**config.mk**
```make
export PLATFORM = sky130hd
export DESIGN_NAME = bus_ctrl
export DESIGN_NICKNAME = d
export VERILOG_FILES = /design/src/verilog/coh_pkg.sv /design/src/verilog/bus_ctrl.sv
export VERILOG_INCLUDE_DIRS = /design/src /design/src/verilog
export SDC_FILE = /design/constraint.sdc
export NUM_CORES = 1
export LEC_CHECK = 0
export BUFFER_PORTS_ARGS = -buffer_cell sky130_fd_sc_hd__buf_2
export CORE_AREA = 2 2 161 163
export DETAILED_ROUTE_END_ITERATION = 7
export DIE_AREA = 0 0 163 165
export PLACE_DENSITY = 0.6
export SLEW_MARGIN = 40
export SYNTH_ARGS = -nofsm -noshare
export SYNTH_HDL_FRONTEND = slang
export SYNTH_SLANG_ARGS = --single-unit
```
**constraint.sdc**
```tcl
create_clock -name CLK -period 7.05 [get_ports CLK]
set_clock_uncertainty 0.2 [all_clocks]
set_input_delay 1.0575 -clock CLK [delete_from_list [all_inputs] [get_ports CLK]]
set_output_delay 1.0575 -clock CLK [all_outputs]
set_load 0.01 [all_outputs]
```
**src/verilog/coh_defs.svh**
```systemverilog
`ifndef COH_DEFS_SVH
`define COH_DEFS_SVH

// Number of L1 data caches on the bus
`define NUM_CPUS 2

// L1 geometry, direct mapped with two-word blocks
`define L1_SETS       8
`define L1_INDEX_BITS 3

// Backing store size in 32-bit words
`define L2_WORDS 256

// Cycles in L2_BUSY before each L2_ACCESS
`define L2_LATENCY 2

`endif
```
**src/verilog/coh_pkg.sv**
```systemverilog
`include "coh_defs.svh"

package coh_pkg;

    typedef logic [31:0] word_t;    // One data word
    typedef logic [31:0] addr_t;    // Byte address
    typedef logic [63:0] block_t;   // Upper word is word offset 1

    // Address split: tag 31:6, index 5:3, word 2
    typedef logic [31-`L1_INDEX_BITS-3:0]    tag_t;
    typedef logic [`L1_INDEX_BITS-1:0]       index_t;
    typedef logic [$clog2(`NUM_CPUS)-1:0]    cpu_id_t;

    typedef enum logic [1:0] {INVALID, SHARED, EXCLUSIVE, MODIFIED} mesi_t;

    // Bus controller phases
    typedef enum logic [3:0] {
        IDLE, GRANT_R, GRANT_RX, SNOOP, TRANSFER,
        READ_L2, WRITE_L2, BUS_TO_CACHE, WRITEBACK
    } bus_state_t;

    typedef enum logic [1:0] {L2_FREE, L2_BUSY, L2_ACCESS} l2_state_t;

endpackage

```
**src/verilog/bus_ctrl.sv**
```systemverilog
`timescale 1ns/100ps
`include "coh_defs.svh"

module bus_ctrl import coh_pkg::*; (
    input  logic                       CLK,
    input  logic                       rst,
    // Cache requests
    input  logic      [`NUM_CPUS-1:0]  dREN,
    input  logic      [`NUM_CPUS-1:0]  dWEN,
    input  logic      [`NUM_CPUS-1:0]  ccwrite,
    input  addr_t     [`NUM_CPUS-1:0]  daddr,
    input  block_t    [`NUM_CPUS-1:0]  dstore,
    output logic      [`NUM_CPUS-1:0]  dwait,
    output block_t                     dload,
    // Snoop broadcast
    output logic      [`NUM_CPUS-1:0]  ccsnoop,
    output logic      [`NUM_CPUS-1:0]  ccinv,
    output logic      [`NUM_CPUS-1:0]  ccexclusive,
    output addr_t                      ccsnoopaddr,
    input  logic      [`NUM_CPUS-1:0]  ccsnoopdone,
    input  logic      [`NUM_CPUS-1:0]  ccsnoophit,
    input  logic      [`NUM_CPUS-1:0]  ccdirty,
    // L2 side
    output logic                       l2REN,
    output logic                       l2WEN,
    output addr_t                      l2addr,
    output word_t                      l2store,
    input  word_t                      l2load,
    input  l2_state_t                  l2state
);

    bus_state_t           state;
    cpu_id_t              req_id;     // Current or last served requester
    cpu_id_t              other;
    cpu_id_t              pick;
    logic [`NUM_CPUS-1:0] req_any;
    logic                 word_sel;   // Block half on the L2 side
    logic                 hit_q;
    logic                 dirty_q;
    logic                 inv_q;
    logic                 l2_done;
    block_t               blk_q;      // Block headed for the requester

    assign req_any = dREN | dWEN;
    // Round robin on a tie, the last winner yields
    assign pick    = (&req_any) ? cpu_id_t'(~req_id) : cpu_id_t'(req_any[1]);
    assign other   = cpu_id_t'(~req_id);
    assign l2_done = (l2state == L2_ACCESS);

    assign dload       = blk_q;
    assign ccsnoopaddr = daddr[req_id];
    assign l2addr      = {2'b00, daddr[req_id][31:3], word_sel};   // Word address

    always_comb begin
        dwait       = '1;
        ccsnoop     = '0;
        ccinv       = '0;
        ccexclusive = '0;
        l2REN       = 1'b0;
        l2WEN       = 1'b0;
        l2store     = word_sel ? blk_q[63:32] : blk_q[31:0];
        case (state)
            GRANT_R:  ccsnoop[other] = 1'b1;
            GRANT_RX: begin
                ccsnoop[other] = 1'b1;
                ccinv[other]   = 1'b1;                  // Other copy must go to I
            end
            SNOOP:    ccinv[other] = inv_q;
            READ_L2:  l2REN = 1'b1;
            WRITE_L2: l2WEN = 1'b1;                     // Dirty supplier block into L2
            WRITEBACK: begin
                l2WEN   = 1'b1;
                l2store = word_sel ? dstore[req_id][63:32] : dstore[req_id][31:0];
            end
            BUS_TO_CACHE: begin
                dwait[req_id]       = 1'b0;
                ccexclusive[req_id] = !hit_q;           // No other copy seen
            end
            default: ;
        endcase
    end

    always_ff @(posedge CLK) begin
        if (rst) begin
            state    <= IDLE;
            req_id   <= '1;                             // CPU 0 wins the first tie
            word_sel <= 1'b0;
            hit_q    <= 1'b0;
            dirty_q  <= 1'b0;
            inv_q    <= 1'b0;
        end else begin
            case (state)
                IDLE: begin
                    if (|req_any) begin
                        req_id   <= pick;
                        word_sel <= 1'b0;
                        inv_q    <= ccwrite[pick] && !dWEN[pick];
                        if (dWEN[pick])         state <= WRITEBACK;
                        else if (ccwrite[pick]) state <= GRANT_RX;
                        else                    state <= GRANT_R;
                    end
                end
                GRANT_R, GRANT_RX: state <= SNOOP;
                SNOOP: begin
                    if (ccsnoopdone[other]) begin
                        hit_q   <= ccsnoophit[other];
                        dirty_q <= ccdirty[other];
                        state   <= ccsnoophit[other] ? TRANSFER : READ_L2;
                    end
                end
                TRANSFER: begin
                    word_sel <= 1'b0;
                    state    <= dirty_q ? WRITE_L2 : BUS_TO_CACHE;
                end
                READ_L2, WRITE_L2, WRITEBACK: begin
                    if (l2_done) begin
                        word_sel <= ~word_sel;
                        if (word_sel) state <= BUS_TO_CACHE;    // Upper word was last
                    end
                end
                BUS_TO_CACHE: state <= IDLE;
                default:      state <= IDLE;
            endcase
        end
    end

    // Supplier block on snoop done, L2 words as they arrive
    always_ff @(posedge CLK) begin
        if (state == SNOOP && ccsnoopdone[other] && ccsnoophit[other]) begin
            blk_q <= dstore[other];
        end else if (state == READ_L2 && l2_done) begin
            if (word_sel) blk_q[63:32] <= l2load;
            else          blk_q[31:0]  <= l2load;
        end
    end

    a_one_release: assert property (@(posedge CLK) disable iff (rst) $countones(~dwait) <= 1)
        else $error("bus_ctrl: dwait low for more than one cache");

    a_inv_phase: assert property (@(posedge CLK) disable iff (rst)
        (|ccinv) |-> (state inside {GRANT_RX, SNOOP}))
        else $error("bus_ctrl: ccinv outside the invalidation phase");

endmodule

```
== After elaboration in Yosys (flattened, before gate mapping) ==
Index checks and enable logic that the tools add are counted.
W data, S select, Z words.

* Register bits after elaboration: 73
* Bits of input ports: 240
* Output and inout bits: 170
* Logic and storage cells: 102

* Magnitude comparators: 5
* Eq/ne operators: 14
* Muxes and demuxes: 46
* Bitwise operators: 6
* Reduce and logical (&&, ||, !) cells: 23

{| class="wikitable"
|+ Operator list
! operator !! number
|-
| $mux W64 || 6
|-
| $mux W32 || 7
|-
| $mux W4 || 5
|-
| $pmux W4 S5 || 1
|-
| $mux W1 || 19
|-
| $eq A4 B3 Y1 const B || 4
|-
| $reduce_and A2 Y1 || 5
|-
| $eq A4 B2 Y1 const B || 2
|-
| $mux W2 || 4
|-
| $logic_and A1 B1 Y1 || 6
|-
| $lt A1 B2 Y1 const B || 3
|-
| $ne A2 B2 Y1 const B || 3
|-
| $reduce_or A2 Y1 || 3
|-
| $and A2 B2 Y2 || 2
|-
| $eq A4 B1 Y1 const B || 1
|-
| $eq A4 B4 Y1 const B || 1
|-
| $logic_not A4 Y1 || 1
|-
| $ne A2 B1 Y1 const B || 2
|-
| $pmux W2 S2 || 1
|-
| $reduce_and A4 Y1 || 1
|-
| $reduce_bool A2 Y1 || 2
|-
| $pmux W1 S3 || 1
|-
| $reduce_and A3 Y1 || 1
|-
| $reduce_bool A3 Y1 || 1
|-
| other kinds (8) || 12
|}

== Logic depth before layout (Yosys ltp) ==
* Depth in word-level cells: 9
* Depth in mapped cells: 8
* Depth with buffers taken out: 5

== Worst setup path after synthesis ==
OpenSTA, ideal clock, no wires.

* Path kind: input to output
* Start: in dstore[106] in the netlist's numbering
* End: out l2store[10]
* Arrival: 1.699 ns
* Required time: 5.793 ns
* Setup slack: 4.093 ns
* Stages: 3
* Path buffers: 0
* Path through: mux4_2 -> nand2_1 -> o21ai_0

* Longest elaborated chain between the ends: 4

{| class="wikitable"
|+ RTL lines
! element !! RTL line !! text
|-
| start: declaration || bus_ctrl.sv:12 || <nowiki>input block_t [`NUM_CPUS-1:0] dstore,</nowiki>
|-
| $mux W64 (2 in a row) || -- ||
|-
| $mux W32 || bus_ctrl.sv:73 || <nowiki>l2store = word_sel ? dstore[req_id][63:32] : dstore[req_id][31:0];</nowiki>
|-
| $mux W32 || bus_ctrl.sv:62 || <nowiki>case (state)</nowiki>
|-
| end: declaration || bus_ctrl.sv:27 || <nowiki>output word_t l2store,</nowiki>
|}

No other way between the ends. The select of a mux whose other input is x is not followed.

== Worst setup path after layout ==
* Start: reg req_id
* End: out l2store[16]

* Longest elaborated chain between the ends: 4

{| class="wikitable"
|+ RTL lines
! element !! RTL line !! text
|-
| start: declaration || bus_ctrl.sv:33 || <nowiki>cpu_id_t req_id;</nowiki>
|-
| start signal: assignment || bus_ctrl.sv:95 || <nowiki>req_id <= pick;</nowiki>
|-
| $mux W64 (implied by the code) (2 in a row) || bus_ctrl.sv:73 ||
|-
| $mux W32 || bus_ctrl.sv:73 ||
|-
| $mux W32 || bus_ctrl.sv:62 ||
|}

No other way between the ends. The select of a mux whose other input is x is not followed.

==> impl_metrics.prom <==
# TYPE chip_impl_metric gauge
chip_impl_info{name="run_status",value="finished clean"} 1
chip_impl_metric{name="grt.overflow.total",unit=""} 0
chip_impl_metric{name="ant_nets",unit=""} 0
chip_impl_metric{name="synth-async-reset-ratio",unit="%"} 0
chip_impl_metric{name="drt_pass1_iterations",unit=""} 4
chip_impl_metric{name="syn_area",unit="µm²"} 5991
chip_impl_metric{name="layout-area-overhead-vs-synth",unit="%"} 40.18
chip_impl_metric{name="netlist_instances",unit=""} 570
chip_impl_metric{name="power.share.sequential",unit="%"} 26.1
chip_impl_info{name="netlist_top_cells_area",value="edfxtp_1 (32%), mux2i_1 (16%), mux4_2 (12%)"} 1
chip_impl_metric{name="worst_ep_arrival_time",unit="ps"} 2790
chip_impl_metric{name="worstPathMaxFanout",unit=""} 46
chip_impl_metric{name="nNetsFinal",unit=""} 1156
chip_impl_info{name="yosys-top-cells-count",value="mux2i_1 (97), a21oi_1 (73), edfxtp_1 (64), nor2_1 (46), o21ai_0 (37)"} 1
chip_impl_info{name="worstSetupEndpoint",value="l2store[16]"} 1
chip_impl_metric{name="fin_crit_sh",unit="%"} 57.41
chip_impl_metric{name="first_global_vias",unit=""} 5546
chip_impl_metric{name="power.share.switching",unit="%"} 38.61
chip_impl_metric{name="yosys.area_share.xor_xnor",unit="%"} 0
chip_impl_metric{name="route.detailed.drc",unit=""} 0
chip_impl_metric{name="timing.final.crit_period",unit="ps"} 4047
chip_impl_metric{name="hold_violations",unit=""} 0
chip_impl_metric{name="slew_headroom",unit="%"} 47.20
chip_impl_metric{name="die_area",unit="µm²"} 26900
chip_impl_metric{name="timing.final.max_slew_violations",unit=""} 0
chip_impl_metric{name="synth_compound_gate_area_share",unit="%"} 13.12
chip_impl_metric{name="detailedRoute.firstIterationViolations",unit=""} 232
chip_impl_metric{name="clockPowerShare",unit="%"} 21.8
chip_impl_metric{name="synthDistinctLibCells",unit=""} 50
chip_impl_metric{name="core_area",unit="µm²"} 25040
chip_impl_info{name="grt_setup_unrepaired",value="no"} 1
chip_impl_metric{name="grt_first_pass_wirelength",unit="µm"} 32210
chip_impl_metric{name="routed_length_per_placed_instance",unit="µm"} 18.43
chip_impl_info{name="regToRegEndpoint",value="dload[51]$_DFFE_PP_"} 1
chip_impl_metric{name="postSynthRegisterBits",unit=""} 73
chip_impl_info{name="cts_tree",value="done"} 1
chip_impl_metric{name="setup_tns",unit="ps"} 0
chip_impl_metric{name="clock_tree.htree_level_count",unit=""} 3
chip_impl_metric{name="tritoncts.num_buffers",unit=""} 9
chip_impl_metric{name="number_of_enable_flip_flop_cells_after_synthesis",unit=""} 64
chip_impl_metric{name="vias_per_cell",unit=""} 4.698
chip_impl_info{name="worstHoldPathType",value="reg2reg"} 1
chip_impl_metric{name="place.gp.congestion",unit=""} 0.8985
chip_impl_metric{name="timing.reg2reg.worst_path_depth",unit=""} 6
chip_impl_metric{name="postLayoutCoreUtil",unit="%"} 33.54
chip_impl_metric{name="synth_simple_gate_area_share",unit="%"} 8.521
chip_impl_metric{name="dp_hpwl",unit="µm"} 18830
chip_impl_metric{name="antenna_found_initial",unit=""} 4
chip_impl_metric{name="hold_depth",unit=""} 2
chip_impl_metric{name="worst_pin_slew",unit="ps"} 792.0
chip_impl_info{name="most_numerous_cell_in_the_yosys_netlist",value="mux2i_1"} 1
chip_impl_metric{name="cts.sinks",unit=""} 73
chip_impl_metric{name="cts_setup_buffers",unit=""} 0
chip_impl_info{name="critical_path_class",value="reg2out"} 1
chip_impl_metric{name="cellLeakagePower",unit="nW"} 3.833
chip_impl_metric{name="die_h",unit="µm"} 165
chip_impl_metric{name="syn-mean-instance-area",unit="µm²"} 10.51
chip_impl_metric{name="cts_hold_repair_buffers",unit=""} 0
chip_impl_metric{name="n_fill_cell",unit=""} 2643
chip_impl_metric{name="drive_gt1_share",unit="%"} 55.16
chip_impl_info{name="worstSetupStartpointType",value="flop"} 1
chip_impl_info{name="ys.flop_type",value="edfxtp_1"} 1
chip_impl_metric{name="clk_pin_slew",unit="ps"} 60
chip_impl_metric{name="yosysTopAreaCellShare",unit="%"} 32.08
chip_impl_metric{name="cp_data_required_time",unit="ps"} 5790
chip_impl_metric{name="grt_max_degree",unit=""} 69
chip_impl_info{name="synth_top_family_by_area",value="multiplexers"} 1
chip_impl_info{name="reg2reg_from",value="req_id$_SDFFE_PP1P_"} 1
chip_impl_metric{name="worst_skew_pair_latency",unit="ps"} 330
chip_impl_metric{name="max_cap_violations",unit=""} 0
chip_impl_metric{name="power.switching",unit="mW"} 0.8941
chip_impl_metric{name="chipWidth",unit="µm"} 163
chip_impl_metric{name="share_comb_of_total_power",unit="%"} 52.0
chip_impl_metric{name="synthAdderAreaFrac",unit="%"} 0
chip_impl_metric{name="p_per_area",unit="nW/µm²"} 275.7
chip_impl_metric{name="r2r_setup_slack",unit="ps"} 4180
chip_impl_metric{name="ir_drop",unit="V"} 0.0001550
chip_impl_metric{name="number_of_buffers_inserted_by_port_buffering",unit=""} 407
chip_impl_metric{name="pin_count",unit=""} 410
chip_impl_metric{name="ctsLongestPathBuffers",unit=""} 2
chip_impl_metric{name="postRouteWirelength",unit="µm"} 23060
chip_impl_info{name="crit_path_end_kind",value="primary output"} 1
chip_impl_info{name="worstSetupStartpoint",value="req_id$_SDFFE_PP1P_"} 1
chip_impl_metric{name="synth.mux.area_fraction",unit="%"} 34.88
chip_impl_metric{name="grt_usage",unit="%"} 16.01
chip_impl_info{name="synth_top_area_cell",value="edfxtp_1"} 1
chip_impl_metric{name="row_count",unit=""} 58
chip_impl_metric{name="seq_area_frac_synth",unit="%"} 35.09
chip_impl_info{name="cts_root_buffer",value="clkbuf_16"} 1
chip_impl_metric{name="yosys_warnings",unit=""} 0
chip_impl_metric{name="finalSetupViolations",unit=""} 0
chip_impl_metric{name="fmax",unit="GHz"} 0.2471
chip_impl_metric{name="initial_core_util",unit="%"} 23.93
chip_impl_metric{name="diodes",unit=""} 0
chip_impl_metric{name="num_vias",unit=""} 5877
chip_impl_metric{name="power.internal",unit="mW"} 1.421
chip_impl_metric{name="cts_resized",unit=""} 0
## cell families (layout without fill, tap and decap cells)
family,after synthesis,after routing
muxes,164,164
AOI/OAI and AO/OA,139,139
and+or+nand+nor,108,108
buffers and inverters,85,435
DFF,73,73
other,1,2
## layer usage
layer	up-vias	routed length [µm]	GRT usage [%]
li1	2831	-	-
met1	2741	8551	17.58
met2	280	12220	30.18
met3	23	1939	4.596
met4	2	331	4.063
met5	-	13	0
## final cells by class
class	instances	area, µm²	area share, %
multi-input combinational	413	3418	40.70
sequential	73	2110	25.12
timing repair buffer	414	2097	24.97
clock buffer	15	332.8	3.963
inverter	5	18.77	0.2235
tap	330	412.9	4.917
clock inverter	1	8.758	0.1043
## how the worst min path moves through the flow
stage                                    start                   end  slack [ps]
after floorplan           dirty_q$_SDFFE_PP0N_  dirty_q$_SDFFE_PP0N_         250
after global placement    dirty_q$_SDFFE_PP0N_  dirty_q$_SDFFE_PP0N_         300
after detailed placement  dirty_q$_SDFFE_PP0N_  dirty_q$_SDFFE_PP0N_         320
after CTS                 dirty_q$_SDFFE_PP0N_  dirty_q$_SDFFE_PP0N_         330
after global routing      dirty_q$_SDFFE_PP0N_  dirty_q$_SDFFE_PP0N_         390
final                       inv_q$_SDFFE_PP0P_    inv_q$_SDFFE_PP0P_         340
## cell usage in the layout (no fill, tap or decap), types with 2 or more instances in the layout
| master | instances |
|---|---|
| a211o_1 | 3 |
| a211oi_1 | 3 |
| a21oi_1 | 73 |
| a22oi_1 | 3 |
| a31o_4 | 2 |
| and3_1 | 2 |
| buf_2 | 407 |
| buf_4 | 6 |
| clkbuf_1 | 2 |
| clkbuf_16 | 13 |
| conb_1 | 2 |
| dfxtp_1 | 7 |
| dfxtp_4 | 2 |
| edfxtp_1 | 64 |
| inv_1 | 5 |
| mux2_2 | 34 |
| mux2i_1 | 97 |
| mux4_2 | 32 |
| nand2_1 | 35 |
| nor2_1 | 46 |
| nor2b_1 | 4 |
| nor3_1 | 4 |
| nor4_1 | 2 |
| o211ai_1 | 3 |
| o21a_1 | 2 |
| o21ai_0 | 37 |
| o21bai_1 | 3 |
| or3_1 | 3 |
## flip-flops by register name, summed over array words and instances, names as in the netlist
| signal | count |
|---|---|
| req_id | 1 |
| state | 4 |
| word_sel | 1 |
| dload | 64 |
| inv_q | 1 |
| hit_q | 1 |
| dirty_q | 1 |
## power groups by stage
stage               Sequential [mW]  Combinational (mW)  Clock (mW)
global route                  0.617                1.31       0.544
detailed placement            0.616                1.22           0
finish                        0.605                1.20       0.506
floorplan                     0.527               0.978           0
CTS                           0.607                1.22       0.529
global placement              0.616                1.21           0
## worst max-delay path, stage by stage, from the launching register on
cell and delay (ps):
dfxtp_4 710, buf_4 700, mux4_2 580, nand2_1 70, o21ai_0 130, buf_2 200
## through the flow
stage	setup WS [ps]	area, µm²	cells	power [mW]	hold WS, ps
floorplan	4093	5995	571	1.505	249.0
detailed placement	3310	8056	1235	1.839	317.6
CTS	2935	8398	1251	2.361	331.5
global route	2801	8398	1251	2.468	386.3
global placement	3249	8024	1234	1.826	304.5
finish	3003	8398	1251	2.316	340.1
Power figures use the tool's default switching activity.
